`src/hdl/n64_host_pkg.sv`:
```
// Host bridge shared widths, download targets, save and EEPROM types, SNAC pin map
package n64_host_pkg;

	// ========================================================================
	// Widths
	// ========================================================================
	localparam int status_w     = 128;
	localparam int ioctl_addr_w = 27;
	localparam int ioctl_data_w = 16;
	localparam int word_w       = 32;
	localparam int pif_addr_w   = 10;
	localparam int user_w       = 7;

	// ========================================================================
	// Encodings
	// ========================================================================

	// Compared against the low six bits of the loader index
	typedef enum logic [5:0] {
		dl_pifrom = 6'd0,
		dl_cart   = 6'd1
	} dl_index_e;

	// Save type field of the system menu
	typedef enum logic [2:0] {
		save_none     = 3'd0,
		save_eeprom4  = 3'd1,
		save_eeprom16 = 3'd2,
		save_sram32   = 3'd3,
		save_sram96   = 3'd4,
		save_flash    = 3'd5
	} save_type_e;

	typedef enum logic [1:0] {
		eeprom_none = 2'd0,
		eeprom_4k   = 2'd1,
		eeprom_16k  = 2'd2
	} eeprom_type_e;

	// Pad index to user port pin: pad 0 on D-, pad 1 on D+, pads 2 and 3 on RX
	localparam logic [3:0][2:0] snac_pin = {3'd4, 3'd5, 3'd0, 3'd1};

endpackage

```
`src/hdl/backup_ctrl.sv`:
```
// Backup RAM control tracking the mounted save image and raising load and save requests
`timescale 1ns/1ps

module backup_ctrl (
	input  logic                            clk_1x,
	input  logic                            rst_n,
	input  logic                            cart_download,
	input  logic                            osd_status,
	input  logic                            img_mounted,
	input  logic                            img_readonly,
	input  logic [n64_host_pkg::word_w-1:0] img_size,
	input  logic                            autosave_off,
	input  logic                            bk_reload_req,
	input  logic                            bk_save_req,
	output logic                            bk_load,
	output logic                            bk_save,
	output logic                            bk_mounted
);

	logic osd_status_d;
	logic cart_download_d;
	logic use_img;
	logic osd_open;
	logic img_writable;

	// Menu opening edge triggers an autosave
	assign osd_open     = osd_status & ~osd_status_d;
	assign img_writable = img_mounted && (img_size != '0) && !img_readonly;

	always_ff @(posedge clk_1x) begin
		if (!rst_n) begin
			osd_status_d    <= 1'b0;
			cart_download_d <= 1'b0;
			use_img         <= 1'b0;
		end else begin
			osd_status_d    <= osd_status;
			cart_download_d <= cart_download;
			// New cart forgets the previous save image
			if (cart_download && !cart_download_d) begin
				use_img <= 1'b0;
			end
			if (img_writable) begin
				use_img <= 1'b1;
			end
		end
	end

	assign bk_load    = bk_reload_req | (cart_download & img_mounted);
	assign bk_save    = bk_save_req | (osd_open & ~autosave_off);
	assign bk_mounted = use_img;

endmodule

```
`src/hdl/cart_writer.sv`:
```
// Cart loader that packs beat pairs into RAM writes and stalls the loader until accepted
`timescale 1ns/1ps

module cart_writer #(
	parameter int cart_start = 8388608
) (
	input  logic                                  clk_1x,
	input  logic                                  rst_n,
	input  logic                                  ioctl_download,
	input  logic [7:0]                            ioctl_index,
	input  logic [n64_host_pkg::ioctl_addr_w-1:0] ioctl_addr,
	input  logic [n64_host_pkg::ioctl_data_w-1:0] ioctl_dout,
	input  logic                                  ioctl_wr,
	input  logic                                  ram_ready,
	output logic [n64_host_pkg::ioctl_addr_w-1:0] ram_addr,
	output logic [n64_host_pkg::word_w-1:0]       ram_wrdata,
	output logic                                  ram_wr,
	output logic                                  ioctl_wait,
	output logic                                  cart_download,
	output logic                                  cart_loaded
);

	import n64_host_pkg::*;

	localparam logic [ioctl_addr_w-1:0] cart_base = ioctl_addr_w'(cart_start);

	logic beat_wr;

	assign beat_wr = cart_download & ioctl_wr;

	// ========================================================================
	// Request and wait control
	// ========================================================================
	always_ff @(posedge clk_1x) begin
		if (!rst_n) begin
			cart_download <= 1'b0;
			cart_loaded   <= 1'b0;
			ram_wr        <= 1'b0;
			ioctl_wait    <= 1'b0;
		end else begin
			cart_download <= ioctl_download && (ioctl_index[5:0] == dl_cart);
			ram_wr        <= 1'b0;
			if (cart_download) begin
				cart_loaded <= 1'b1;
				if (beat_wr && ioctl_addr[1]) begin
					ram_wr     <= 1'b1;
					ioctl_wait <= 1'b1;
				end
				// Acceptance releases the loader on the next cycle
				if (ram_ready) begin
					ioctl_wait <= 1'b0;
				end
			end else begin
				ioctl_wait <= 1'b0;
			end
		end
	end

	// ========================================================================
	// Word assembly, low half first
	// ========================================================================
	always_ff @(posedge clk_1x) begin
		if (beat_wr) begin
			if (!ioctl_addr[1]) begin
				ram_wrdata[15:0] <= ioctl_dout;
				ram_addr         <= ioctl_addr + cart_base;
			end else begin
				ram_wrdata[31:16] <= ioctl_dout;
			end
		end
	end

endmodule

```
`src/hdl/n64_host_top.sv`:
```
// Host bridge top level joining option decode, ROM loaders, backup control and SNAC routing
`timescale 1ns/1ps

module n64_host_top #(
	parameter int cart_start = 8388608
) (
	input  logic                                    clk_1x,
	input  logic                                    rst_n,

	// Loader link
	input  logic                                    ioctl_download,
	input  logic [7:0]                              ioctl_index,
	input  logic [n64_host_pkg::ioctl_addr_w-1:0]   ioctl_addr,
	input  logic [n64_host_pkg::ioctl_data_w-1:0]   ioctl_dout,
	input  logic                                    ioctl_wr,
	output logic                                    ioctl_wait,

	// PIF ROM write port
	output logic [n64_host_pkg::pif_addr_w-1:0]     pifrom_wraddress,
	output logic [n64_host_pkg::word_w-1:0]         pifrom_wrdata,
	output logic                                    pifrom_wren,

	// Cart RAM write port
	output logic [n64_host_pkg::ioctl_addr_w-1:0]   ram_addr,
	output logic [n64_host_pkg::word_w-1:0]         ram_wrdata,
	output logic                                    ram_wr,
	input  logic                                    ram_ready,
	output logic                                    cart_download,
	output logic                                    cart_loaded,

	// Menu and save image
	input  logic [n64_host_pkg::status_w-1:0]       status,
	input  logic                                    osd_status,
	input  logic                                    img_mounted,
	input  logic                                    img_readonly,
	input  logic [n64_host_pkg::word_w-1:0]         img_size,
	output logic                                    bk_load,
	output logic                                    bk_save,
	output logic                                    bk_mounted,

	// SNAC user port
	input  logic [1:0]                              snac_padindex,
	input  logic                                    snac_out,
	output logic                                    snac_in,
	input  logic [n64_host_pkg::user_w-1:0]         user_in,
	output logic [n64_host_pkg::user_w-1:0]         user_out,

	// Decoded options
	output logic [12:0]                             video_arx,
	output logic [12:0]                             video_ary,
	output n64_host_pkg::eeprom_type_e              eeprom_type
);

	logic autosave_off;
	logic bk_reload_req;
	logic bk_save_req;
	logic snac_en;

	// ========================================================================
	// Configuration
	// ========================================================================
	option_regs u_option_regs (
		.clk_1x        (clk_1x),
		.rst_n         (rst_n),
		.status        (status),
		.autosave_off  (autosave_off),
		.bk_reload_req (bk_reload_req),
		.bk_save_req   (bk_save_req),
		.snac_en       (snac_en),
		.video_arx     (video_arx),
		.video_ary     (video_ary),
		.eeprom_type   (eeprom_type)
	);

	// ========================================================================
	// Loaders
	// ========================================================================
	pifrom_packer u_pifrom_packer (
		.clk_1x           (clk_1x),
		.rst_n            (rst_n),
		.ioctl_download   (ioctl_download),
		.ioctl_index      (ioctl_index),
		.ioctl_addr       (ioctl_addr),
		.ioctl_dout       (ioctl_dout),
		.ioctl_wr         (ioctl_wr),
		.pifrom_wraddress (pifrom_wraddress),
		.pifrom_wrdata    (pifrom_wrdata),
		.pifrom_wren      (pifrom_wren)
	);

	cart_writer #(
		.cart_start (cart_start)
	) u_cart_writer (
		.clk_1x         (clk_1x),
		.rst_n          (rst_n),
		.ioctl_download (ioctl_download),
		.ioctl_index    (ioctl_index),
		.ioctl_addr     (ioctl_addr),
		.ioctl_dout     (ioctl_dout),
		.ioctl_wr       (ioctl_wr),
		.ram_ready      (ram_ready),
		.ram_addr       (ram_addr),
		.ram_wrdata     (ram_wrdata),
		.ram_wr         (ram_wr),
		.ioctl_wait     (ioctl_wait),
		.cart_download  (cart_download),
		.cart_loaded    (cart_loaded)
	);

	// ========================================================================
	// Backup RAM and SNAC
	// ========================================================================
	backup_ctrl u_backup_ctrl (
		.clk_1x        (clk_1x),
		.rst_n         (rst_n),
		.cart_download (cart_download),
		.osd_status    (osd_status),
		.img_mounted   (img_mounted),
		.img_readonly  (img_readonly),
		.img_size      (img_size),
		.autosave_off  (autosave_off),
		.bk_reload_req (bk_reload_req),
		.bk_save_req   (bk_save_req),
		.bk_load       (bk_load),
		.bk_save       (bk_save),
		.bk_mounted    (bk_mounted)
	);

	snac_port_mux u_snac_port_mux (
		.clk_1x        (clk_1x),
		.rst_n         (rst_n),
		.snac_en       (snac_en),
		.snac_padindex (snac_padindex),
		.snac_out      (snac_out),
		.user_in       (user_in),
		.user_out      (user_out),
		.snac_in       (snac_in)
	);

endmodule

```
`src/hdl/option_regs.sv`:
```
// Menu status register that decodes aspect ratio, EEPROM type and control bits
`timescale 1ns/1ps

module option_regs (
	input  logic                              clk_1x,
	input  logic                              rst_n,
	input  logic [n64_host_pkg::status_w-1:0] status,
	output logic                              autosave_off,
	output logic                              bk_reload_req,
	output logic                              bk_save_req,
	output logic                              snac_en,
	output logic [12:0]                       video_arx,
	output logic [12:0]                       video_ary,
	output n64_host_pkg::eeprom_type_e        eeprom_type
);

	import n64_host_pkg::*;

	logic [1:0] aspect;
	save_type_e save_type;

	assign aspect    = status[48:47];
	assign save_type = save_type_e'(status[77:75]);

	always_ff @(posedge clk_1x) begin
		if (!rst_n) begin
			autosave_off  <= 1'b0;
			bk_reload_req <= 1'b0;
			bk_save_req   <= 1'b0;
			snac_en       <= 1'b0;
			video_arx     <= '0;
			video_ary     <= '0;
			eeprom_type   <= eeprom_none;
		end else begin
			bk_reload_req <= status[40];
			bk_save_req   <= status[41];
			autosave_off  <= status[42];
			snac_en       <= status[90];

			// Original keeps 4:3, other settings select a scaler preset
			if (aspect == 2'd0) begin
				video_arx <= 13'd4;
				video_ary <= 13'd3;
			end else begin
				video_arx <= {11'd0, aspect - 2'd1};
				video_ary <= 13'd0;
			end

			case (save_type)
				save_eeprom4:  eeprom_type <= eeprom_4k;
				save_eeprom16: eeprom_type <= eeprom_16k;
				save_none, save_sram32, save_sram96, save_flash: eeprom_type <= eeprom_none;
				default:       eeprom_type <= eeprom_none;
			endcase
		end
	end

endmodule

```
`src/hdl/pifrom_packer.sv`:
```
// PIF ROM loader that packs download beat pairs into byte-swapped 32-bit words
`timescale 1ns/1ps

module pifrom_packer (
	input  logic                                  clk_1x,
	input  logic                                  rst_n,
	input  logic                                  ioctl_download,
	input  logic [7:0]                            ioctl_index,
	input  logic [n64_host_pkg::ioctl_addr_w-1:0] ioctl_addr,
	input  logic [n64_host_pkg::ioctl_data_w-1:0] ioctl_dout,
	input  logic                                  ioctl_wr,
	output logic [n64_host_pkg::pif_addr_w-1:0]   pifrom_wraddress,
	output logic [n64_host_pkg::word_w-1:0]       pifrom_wrdata,
	output logic                                  pifrom_wren
);

	import n64_host_pkg::*;

	logic pifrom_download;
	logic beat_wr;

	assign beat_wr = pifrom_download & ioctl_wr;

	always_ff @(posedge clk_1x) begin
		if (!rst_n) begin
			pifrom_download <= 1'b0;
			pifrom_wren     <= 1'b0;
		end else begin
			pifrom_download <= ioctl_download && (ioctl_index[5:0] == dl_pifrom);
			// Second half of the word completes the write
			pifrom_wren     <= beat_wr & ioctl_addr[1];
		end
	end

	// Word data and address, bytes swapped within each beat
	always_ff @(posedge clk_1x) begin
		if (beat_wr) begin
			if (!ioctl_addr[1]) begin
				pifrom_wrdata[31:16] <= {ioctl_dout[7:0], ioctl_dout[15:8]};
				pifrom_wraddress     <= {ioctl_index[6], ioctl_addr[10:2]};
			end else begin
				pifrom_wrdata[15:0]  <= {ioctl_dout[7:0], ioctl_dout[15:8]};
			end
		end
	end

endmodule

```
`src/hdl/snac_port_mux.sv`:
```
// SNAC router that drives one pad line on the open-drain user port and samples its return
`timescale 1ns/1ps

module snac_port_mux (
	input  logic                            clk_1x,
	input  logic                            rst_n,
	input  logic                            snac_en,
	input  logic [1:0]                      snac_padindex,
	input  logic                            snac_out,
	input  logic [n64_host_pkg::user_w-1:0] user_in,
	output logic [n64_host_pkg::user_w-1:0] user_out,
	output logic                            snac_in
);

	import n64_host_pkg::*;

	logic [2:0] sel_pin;

	assign sel_pin = snac_pin[snac_padindex];

	// ========================================================================
	// Port drive
	// ========================================================================

	// A pin driven high is released, so the pad can pull it low
	always_ff @(posedge clk_1x) begin
		if (!rst_n) begin
			user_out <= '1;
			snac_in  <= 1'b1;
		end else if (snac_en) begin
			user_out[2]       <= 1'b1;
			user_out[3]       <= 1'b1;
			user_out[6]       <= 1'b1;
			user_out[sel_pin] <= snac_out;
			snac_in           <= user_in[sel_pin];
		end else begin
			// Parked, everything released
			user_out <= '1;
		end
	end

endmodule

```
`config.mk`:
```
export PLATFORM = sky130hd
export DESIGN_NAME = n64_host_top
export DESIGN_NICKNAME = d
export VERILOG_FILES = /design/src/hdl/n64_host_pkg.sv /design/src/hdl/backup_ctrl.sv /design/src/hdl/cart_writer.sv /design/src/hdl/n64_host_top.sv /design/src/hdl/option_regs.sv /design/src/hdl/pifrom_packer.sv /design/src/hdl/snac_port_mux.sv
export SDC_FILE = /design/constraint.sdc
export NUM_CORES = 1
export LEC_CHECK = 0
export BUFFER_PORTS_ARGS = -buffer_cell sky130_fd_sc_hd__clkbuf_2
export CORE_AREA = 5 5 143 145
export DETAILED_ROUTE_END_ITERATION = 6
export DIE_AREA = 0 0 148 150
export HOLD_SLACK_MARGIN = 0.06
export PLACE_DENSITY = 0.62
export SYNTH_ARGS = -nofsm -noshare
export SYNTH_HDL_FRONTEND = slang
export SYNTH_SLANG_ARGS = --single-unit
export TNS_END_PERCENT = 50
```
`constraint.sdc`:
```
create_clock -name clk_1x -period 1.9 [get_ports clk_1x]
set_input_delay 0.19 -clock clk_1x [delete_from_list [all_inputs] [get_ports clk_1x]]
set_output_delay 0.19 -clock clk_1x [all_outputs]
set_load 0.005 [all_outputs]
```
==> metrics.sh, run 1 <==
POSTSYNTHAREAPERCELL_SQ_UM=18.7
SETUP.WORST_PATH.END_CLASS='flip-flop'
POSTROUTEWIRELENGTH_MM=12.0
SYNTH_CELL_TYPE_COUNT=27
IOS=374
SETUP_REPAIR_AFTER_GLOBAL_ROUTING_MISSED_ITS_MARGIN='no'
TIMING.FINAL.CRIT_PERIOD_NS=1.35
CRITICAL_PATH.TOP_DELAY_FAMILY='flip-flops'
FINAL.PERIOD_UTILIZATION=0.711
CRITPATHMAXSTAGEDELAY_NS=0.48
FIRST_PASS_GRT_WIRE_LENGTH_MM=17.6
NNETSFINAL=756
ANTENNA_CELLS=0
WORST_SKEW_PAIR.LATE_LATENCY_NS=0.40
CRITICAL_PATH.N_BUFFERS_INVERTERS=1
FIN_SETUP_TNS_NS=0
DRV_CAP=0
POWER.LEAKAGE_uW=0.00288
SYNTH-SEQ-CELLS=124
CLOCK_TREE.ROOT_CELL='sky130_fd_sc_hd__clkbuf_16'
ROUTE.DETAILED.WL_PER_INST_UM=15.5
DRT_DRC_VIOLATIONS_LEFT=0
PLACE_CONGESTION=0.786
CORE-AREA_SQ_UM=19100
GRT_USE_TOTAL=0.108
FINAL_LAYOUT_SIZE_SUFFIX_GT1_FRAC=0.491
CRITICAL_PATH.REG2REG.STARTPOINT='u_cart_writer.cart_download$_SDFF_PN0_'
FINALHOLDVIOLATIONS=0
POST_SYN_AREA_SQ_UM=4160
CRITICALPATHCATEGORY='flip-flop to flip-flop'
GRT_PASS1_VIAS=3193
MULTIINPUTGATEAREA_SQ_UM=533
PLACEMENT.IO_BUFFERS=226
TIMING.CRITICAL_PATH.FANOUT_MAX=43
CTS_SINK_COUNT=124
SYN2LAYOUT_AREA_GROWTH_PCT=60.7
REPORT.FINAL.SETUP_VIOL=0
DIE_X_UM=148
TRITONCTS='built'
H-TREE-DEPTH=4
CTS_INSERTED_BUFFERS=17
HOLD-PATH-ENDPOINT='u_option_regs.video_arx[1]$_SDFF_PP0_'
REGAREA_SQ_UM=3490
TIMING.CRITICAL_PATH.CELLS='and3b_2, buf_12'
CRITICAL_PATH_REQUIRED_NS=1.98
PEAK_CLOCK_FREQUENCY_SUPPORTED_BY_TIMING_MHz=740
RR_ENDPOINT='u_cart_writer.ram_wrdata[6]$_DFFE_PP_'
TIMING.REG2REG.SETUP_SLACK_NS=0.55
NUM-FILL-CELLS=1831
CTS_RESIZED=0
SYNTHESIS.INSTANCES=223
GRT_MAX_DEGREE=44
DIE_AREA_SQ_UM=22200
LAYOUT.CELLS.NON_FILLER=776
FINAL_COMMON_CELL='sky130_fd_sc_hd__clkbuf_2'
POST_DRT_VIA_CELL_RATIO=3.80
PLACEMENTROWS=51
MIN_DELAY_PATH_DEPTH=4
DIEHEIGHT_UM=150
WORST_SETUP_HOLD_PATH_CLK_SLEW_NS=0.06
SKEW_NS=0.0139
WORST_HOLD_STARTPOINT='status[48]'
YS_SEQ_AREA_FRAC=0.840
SYNTH.YOSYS.WARNINGS=0
VDD.IR_DROP.WORST_mV=0.545
REG2REGPATHDEPTH=2
INITIAL_CORE_UTIL=0.218
FIRSTDRTPASSITERS=4
GLOBALROUTE.TOTALOVERFLOW=0
MOST-COMMON-LAYOUT-CELLS='226 x sky130_fd_sc_hd__clkbuf_2, 101 x sky130_fd_sc_hd__edfxtp_1, 58 x sky130_fd_sc_hd__dlygate4sd3_1, 24 x sky130_fd_sc_hd__conb_1, 23 x sky130_fd_sc_hd__dfxtp_1'
DRT-INITIAL-DRC-COUNT=60
WORST_HOLD_PATH_TYPE='input pin to flip-flop'
POWER_PER_CELL_AREA_nW_PER_UM2=951
CP.ARRIVAL_NS=1.43
CRIT_PATH_TOP_DELAY_CELL='sky130_fd_sc_hd__dfxtp_1'
HPWL_MM=8.50
VIAS_AFTER_DETAILED_ROUTING=2946
ANTENNA_FOUND_INITIAL=0
CRITPATHLAUNCHTYPE='flip-flop'
CLOCK_PATH_BUFFERS=2
ANTENNA_LEFT=0
PLACE_INST=686
RUN_STATUS='finished clean'
TIMING_MAX_TRANSITION_VIOLATIONS_FINAL=0
## routing by layer
| metal | share of wire | vias up | routed length [um] | global-route usage |
|---|---|---|---|---|
| li1 | - | 1391 | - | - |
| met1 | 0.35 | 1343 | 4230 | 0.105 |
| met2 | 0.54 | 200 | 6520 | 0.206 |
| met3 | 0.092 | 12 | 1110 | 0.0403 |
| met4 | 0.014 | 0 | 172 | 0.0402 |
| met5 | 0 | - | 0 | 0 |
## Yosys cell counts
cell type                    n  share of area
sky130_fd_sc_hd__edfxtp_1  101           0.73
sky130_fd_sc_hd__buf_4      26          0.047
sky130_fd_sc_hd__dfxtp_1    23           0.11
sky130_fd_sc_hd__nor2_1     10         0.0090
sky130_fd_sc_hd__and2_1      9          0.014
sky130_fd_sc_hd__nor4_1      8          0.012
sky130_fd_sc_hd__nand3_1     6         0.0072
sky130_fd_sc_hd__mux2i_1     5          0.012
sky130_fd_sc_hd__inv_1       4         0.0036
sky130_fd_sc_hd__nand2_1     3         0.0027
sky130_fd_sc_hd__nand2b_1    3         0.0045
sky130_fd_sc_hd__nor4b_1     3         0.0063
sky130_fd_sc_hd__a21o_1      2         0.0036
sky130_fd_sc_hd__and3_1      2         0.0030
sky130_fd_sc_hd__and3b_1     2         0.0042
sky130_fd_sc_hd__and4_1      2         0.0042
sky130_fd_sc_hd__conb_1      2         0.0018
sky130_fd_sc_hd__ha_1        2         0.0060
sky130_fd_sc_hd__nor2b_1     2         0.0030
sky130_fd_sc_hd__a21oi_1     1         0.0012
sky130_fd_sc_hd__a311oi_1    1         0.0021
sky130_fd_sc_hd__clkbuf_1    1        0.00090
sky130_fd_sc_hd__inv_2       1        0.00090
sky130_fd_sc_hd__mux4_2      1         0.0054
sky130_fd_sc_hd__nor3b_1     1         0.0018
sky130_fd_sc_hd__xnor2_1     1         0.0021
sky130_fd_sc_hd__xor2_1      1         0.0021
## state kept, by name, indices dropped and copies added (netlist names), 2 cells and up
signal / flops
u_cart_writer.ram_addr: 27
u_cart_writer.ram_wrdata: 32
u_option_regs.eeprom_type: 2
u_option_regs.video_arx: 2
u_pifrom_packer.pifrom_wraddress: 10
u_pifrom_packer.pifrom_wrdata: 32
u_snac_port_mux.user_out: 4
## worst reg2reg max path, cell delays in order (launching register included)
cell and delay [ns]:
sky130_fd_sc_hd__dfxtp_1 0.48, sky130_fd_sc_hd__and3b_2 0.26, sky130_fd_sc_hd__buf_12 0.26
## through the flow
step	total power [uW]	utilization	worst slack (ns)	hold WS, ns	instance area, sq um
3_5_place_dp	3230	0.290	0.518	0.358	5530
2_1_floorplan	3110	-	0.445	0.262	4240
5_1_grt	6630	0.350	0.465	0.0898	6680
4_1_cts	6460	0.350	0.501	0.0907	6680
6_report	6350	0.350	0.549	0.118	6680
3_3_place_gp	3230	0.290	0.538	0.356	5530
## layout make-up
class                      count  share of cell area
clock buffer                  17              0.0636
clock inverter                15              0.0223
timing repair buffer         288               0.264
tap                          238              0.0446
sequential                   124               0.523
multi-input combinational     89              0.0797
inverter                       5             0.00281
## report_power, final
group / internal [uW] / switching, uW
Clock: 1930 / 1160
Combinational: 186 / 123
Sequential: 2950 / 7.81
## worst max-delay path by stage
stage | from | endpoint | slack, ns | depth (start not counted)
final | u_cart_writer.cart_download$_SDFF_PN0_ | u_cart_writer.ram_wrdata[6]$_DFFE_PP_ | 0.55 | 2
after global routing | u_cart_writer.cart_download$_SDFF_PN0_ | u_cart_writer.ram_wrdata[26]$_DFFE_PP_ | 0.46 | 2
after global placement | u_cart_writer.cart_download$_SDFF_PN0_ | u_cart_writer.ram_addr[6]$_DFFE_PP_ | 0.54 | 2
after CTS | u_cart_writer.cart_download$_SDFF_PN0_ | u_cart_writer.ram_wrdata[10]$_DFFE_PP_ | 0.50 | 2
after floorplan | u_cart_writer.cart_download$_SDFF_PN0_ | u_cart_writer.ram_addr[0]$_DFFE_PP_ | 0.44 | 1
after detailed placement | u_cart_writer.cart_download$_SDFF_PN0_ | u_cart_writer.ram_addr[4]$_DFFE_PP_ | 0.52 | 2
## logic make-up (layout without fill, tap and decap cells)
family          after synthesis  after routing  synth area share
simple gates                 51             51            0.0716
mux                           6              6            0.0174
compound gates                4              4           0.00692
xor+xnor                      2              2           0.00421
buf+inv                      32            325            0.0523
other cells                   2             24           0.00181
flops                       124            124             0.840
fa+ha+maj                     2              2           0.00601
## what timing repair did
action,CTS,global route
hold endpoints to repair,111,0
hold buffers,58,0
buffers inserted,0,0
Power figures use the tool's default switching activity.
==> inputs of run 2 (changes only) <==
clock period = 1.2 ns   (was 1.9 ns; I/O delays follow)
==> run 2 against run 1 <==
  * Worst setup slack worse by 0.53 ns
  * First-iteration DRC count is 65% higher
  * Total power is 63% higher
  * Clock skew is 0.0030 ns lower
  * Via count is 1.6% higher
  * Sequential power is 58% higher
  * Register-to-register slack worse by 0.47 ns
  * Critical path depth is 1 higher
  * Critical path type is now flip-flop to output pin
==> metrics.sh, run 2 (same netlist as run 1, synthesis figures left out) <==
REG2REGPATHDEPTH=2
TRITONCTS='built'
DRT_DRC_VIOLATIONS_LEFT=0
SYN2LAYOUT_AREA_GROWTH_PCT=63.7
WORST_SETUP_HOLD_PATH_CLK_SLEW_NS=0.06
TIMING.CRITICAL_PATH.FANOUT_MAX=1
NUM-FILL-CELLS=1789
ANTENNA_LEFT=0
IOS=374
ANTENNA_FOUND_INITIAL=1
HPWL_MM=8.34
FINAL_LAYOUT_SIZE_SUFFIX_GT1_FRAC=0.491
RUN_STATUS='finished clean'
POWER.LEAKAGE_uW=0.00290
DIE_X_UM=148
POWER_PER_CELL_AREA_nW_PER_UM2=1520
PEAK_CLOCK_FREQUENCY_SUPPORTED_BY_TIMING_MHz=846
CORE-AREA_SQ_UM=19100
GRT_MAX_DEGREE=34
WORST_SKEW_PAIR.LATE_LATENCY_NS=0.41
TIMING.FINAL.CRIT_PERIOD_NS=1.18
DRT-INITIAL-DRC-COUNT=99
ANTENNA_CELLS=0
WORST_HOLD_PATH_TYPE='input pin to flip-flop'
POST-ROUTE-CELL-AREA_SQ_UM=6810
TIMING_MAX_TRANSITION_VIOLATIONS_FINAL=0
POST_DRT_VIA_CELL_RATIO=3.82
DIEHEIGHT_UM=150
GRT_USE_TOTAL=0.104
PLACE_CONGESTION=0.799
REGISTERS_WITH_THE_HIGHEST_FLIP_FLOP_COUNTS='u_cart_writer.ram_wrdata: 32 flops, u_pifrom_packer.pifrom_wrdata: 32 flops, u_cart_writer.ram_addr: 27 flops'
CRITICAL_PATH_REQUIRED_NS=1.08
CP.ARRIVAL_NS=1.06
FINAL_COMMON_CELL='sky130_fd_sc_hd__clkbuf_2'
FIRST_PASS_GRT_WIRE_LENGTH_MM=17.0
ROUTE.DETAILED.WL_PER_INST_UM=15.0
CTS_SINK_COUNT=124
NNETSFINAL=764
VDD.IR_DROP.WORST_mV=0.887
H-TREE-DEPTH=4
FINAL.PERIOD_UTILIZATION=0.985
FINALHOLDVIOLATIONS=0
VIAS_AFTER_DETAILED_ROUTING=2992
MOST-COMMON-LAYOUT-CELLS='225 x sky130_fd_sc_hd__clkbuf_2, 101 x sky130_fd_sc_hd__edfxtp_1, 62 x sky130_fd_sc_hd__dlygate4sd3_1, 24 x sky130_fd_sc_hd__conb_1, 22 x sky130_fd_sc_hd__dfxtp_1'
MIN_DELAY_PATH_DEPTH=4
DRV_CAP=0
GLOBALROUTE.TOTALOVERFLOW=0
REPORT.FINAL.SETUP_VIOL=0
INITIAL_CORE_UTIL=0.218
CTS_INSERTED_BUFFERS=17
CLOCK_TREE.ROOT_CELL='sky130_fd_sc_hd__clkbuf_16'
SKEW_NS=0.0108
SETUP_REPAIR_AFTER_GLOBAL_ROUTING_MISSED_ITS_MARGIN='yes'
POSTROUTEWIRELENGTH_MM=11.8
FINALCOREUTILIZATION=0.357
POWER_uW=10300
GRT_PASS1_VIAS=3235
CLOCK_PATH_BUFFERS=2
PLACEMENTROWS=51
CRITICALPATHCATEGORY='flip-flop to output pin'
CRITPATHLAUNCHTYPE='flip-flop'
WORST_HOLD_SLACK_NS=0.0810
POSTPLACECELLAREA_SQ_UM=5590
FIRSTDRTPASSITERS=3
PLACEMENT.IO_BUFFERS=226
SETUP.WORST_PATH.END_CLASS='output pin'
DIE_AREA_SQ_UM=22200
-- run 2: layout make-up --
cell class | count | area, sq um | area share
repair buffers | 296 | 1860 | 0.273
clock buffers | 17 | 425 | 0.0625
clock inverters | 15 | 173 | 0.0254
inverters | 5 | 18.8 | 0.00276
multi-input cells | 89 | 537 | 0.0788
flip-flops and latches | 124 | 3500 | 0.514
well taps | 238 | 298 | 0.0437
-- run 2: through the flow --
stage | setup TNS (ns) | setup WS, ns | instances
after floorplan | -2.63 | -0.0466 | 245
after global placement | 0 | 0.0888 | 690
after detailed placement | 0 | 0.0757 | 690
after CTS | -0.0502 | -0.0354 | 784
after global routing | -0.0812 | -0.0582 | 784
final | 0 | 0.0180 | 784
-- run 2: timing repair --
item | CTS | global route
hold buffers | 62 | 0
setup buffers | 1 | 0
hold endpoints to repair | 120 | 0
endpoints found under the setup margin | 2 | 2
pin swaps | 3 | 3
resized for setup | 1 | 1
-- run 2: critical path, stage by stage, from the launching register on --
cell and delay [ns]:
sky130_fd_sc_hd__dfxtp_1 0.31, sky130_fd_sc_hd__nor2_1 0.04, sky130_fd_sc_hd__a21o_1 0.18, sky130_fd_sc_hd__buf_2 0.13
-- run 2: report_power, final --
part / switching (uW) / leakage (uW) / internal (uW) / total [uW]
registers: 11.5 / 0.00110 / 4670 / 4680
clock network: 1900 / 0.000271 / 3250 / 5150
logic: 197 / 0.00153 / 308 / 505
total: 2110 / 0.00290 / 8230 / 10300
-- run 2: path summary, 6_finish.rpt --
path                                                              from                                        to  slack (ns)
worst max register to register  u_cart_writer.cart_download$_SDFF_PN0_       u_cart_writer.ram_addr[9]$_DFFE_PP_        0.08
worst min register to register        u_option_regs.snac_en$_SDFF_PN0_  u_snac_port_mux.user_out[4]$_SDFFE_PN1P_        0.47
worst min-delay path                                      img_readonly     u_backup_ctrl.bk_mounted$_SDFFE_PN0P_        0.08
worst max-delay path             u_backup_ctrl.osd_status_d$_SDFF_PN0_                                   bk_save        0.02
-- run 2: per-layer routing --
| layer | up-vias | share of wire | GRT usage |
|---|---|---|---|
| met1 | 1349 | 0.36 | 0.103 |
| met5 | - | 0.00093 | 0 |
| met2 | 209 | 0.50 | 0.184 |
| met4 | 2 | 0.025 | 0.0485 |
| li1 | 1412 | - | - |
| met3 | 20 | 0.11 | 0.0491 |
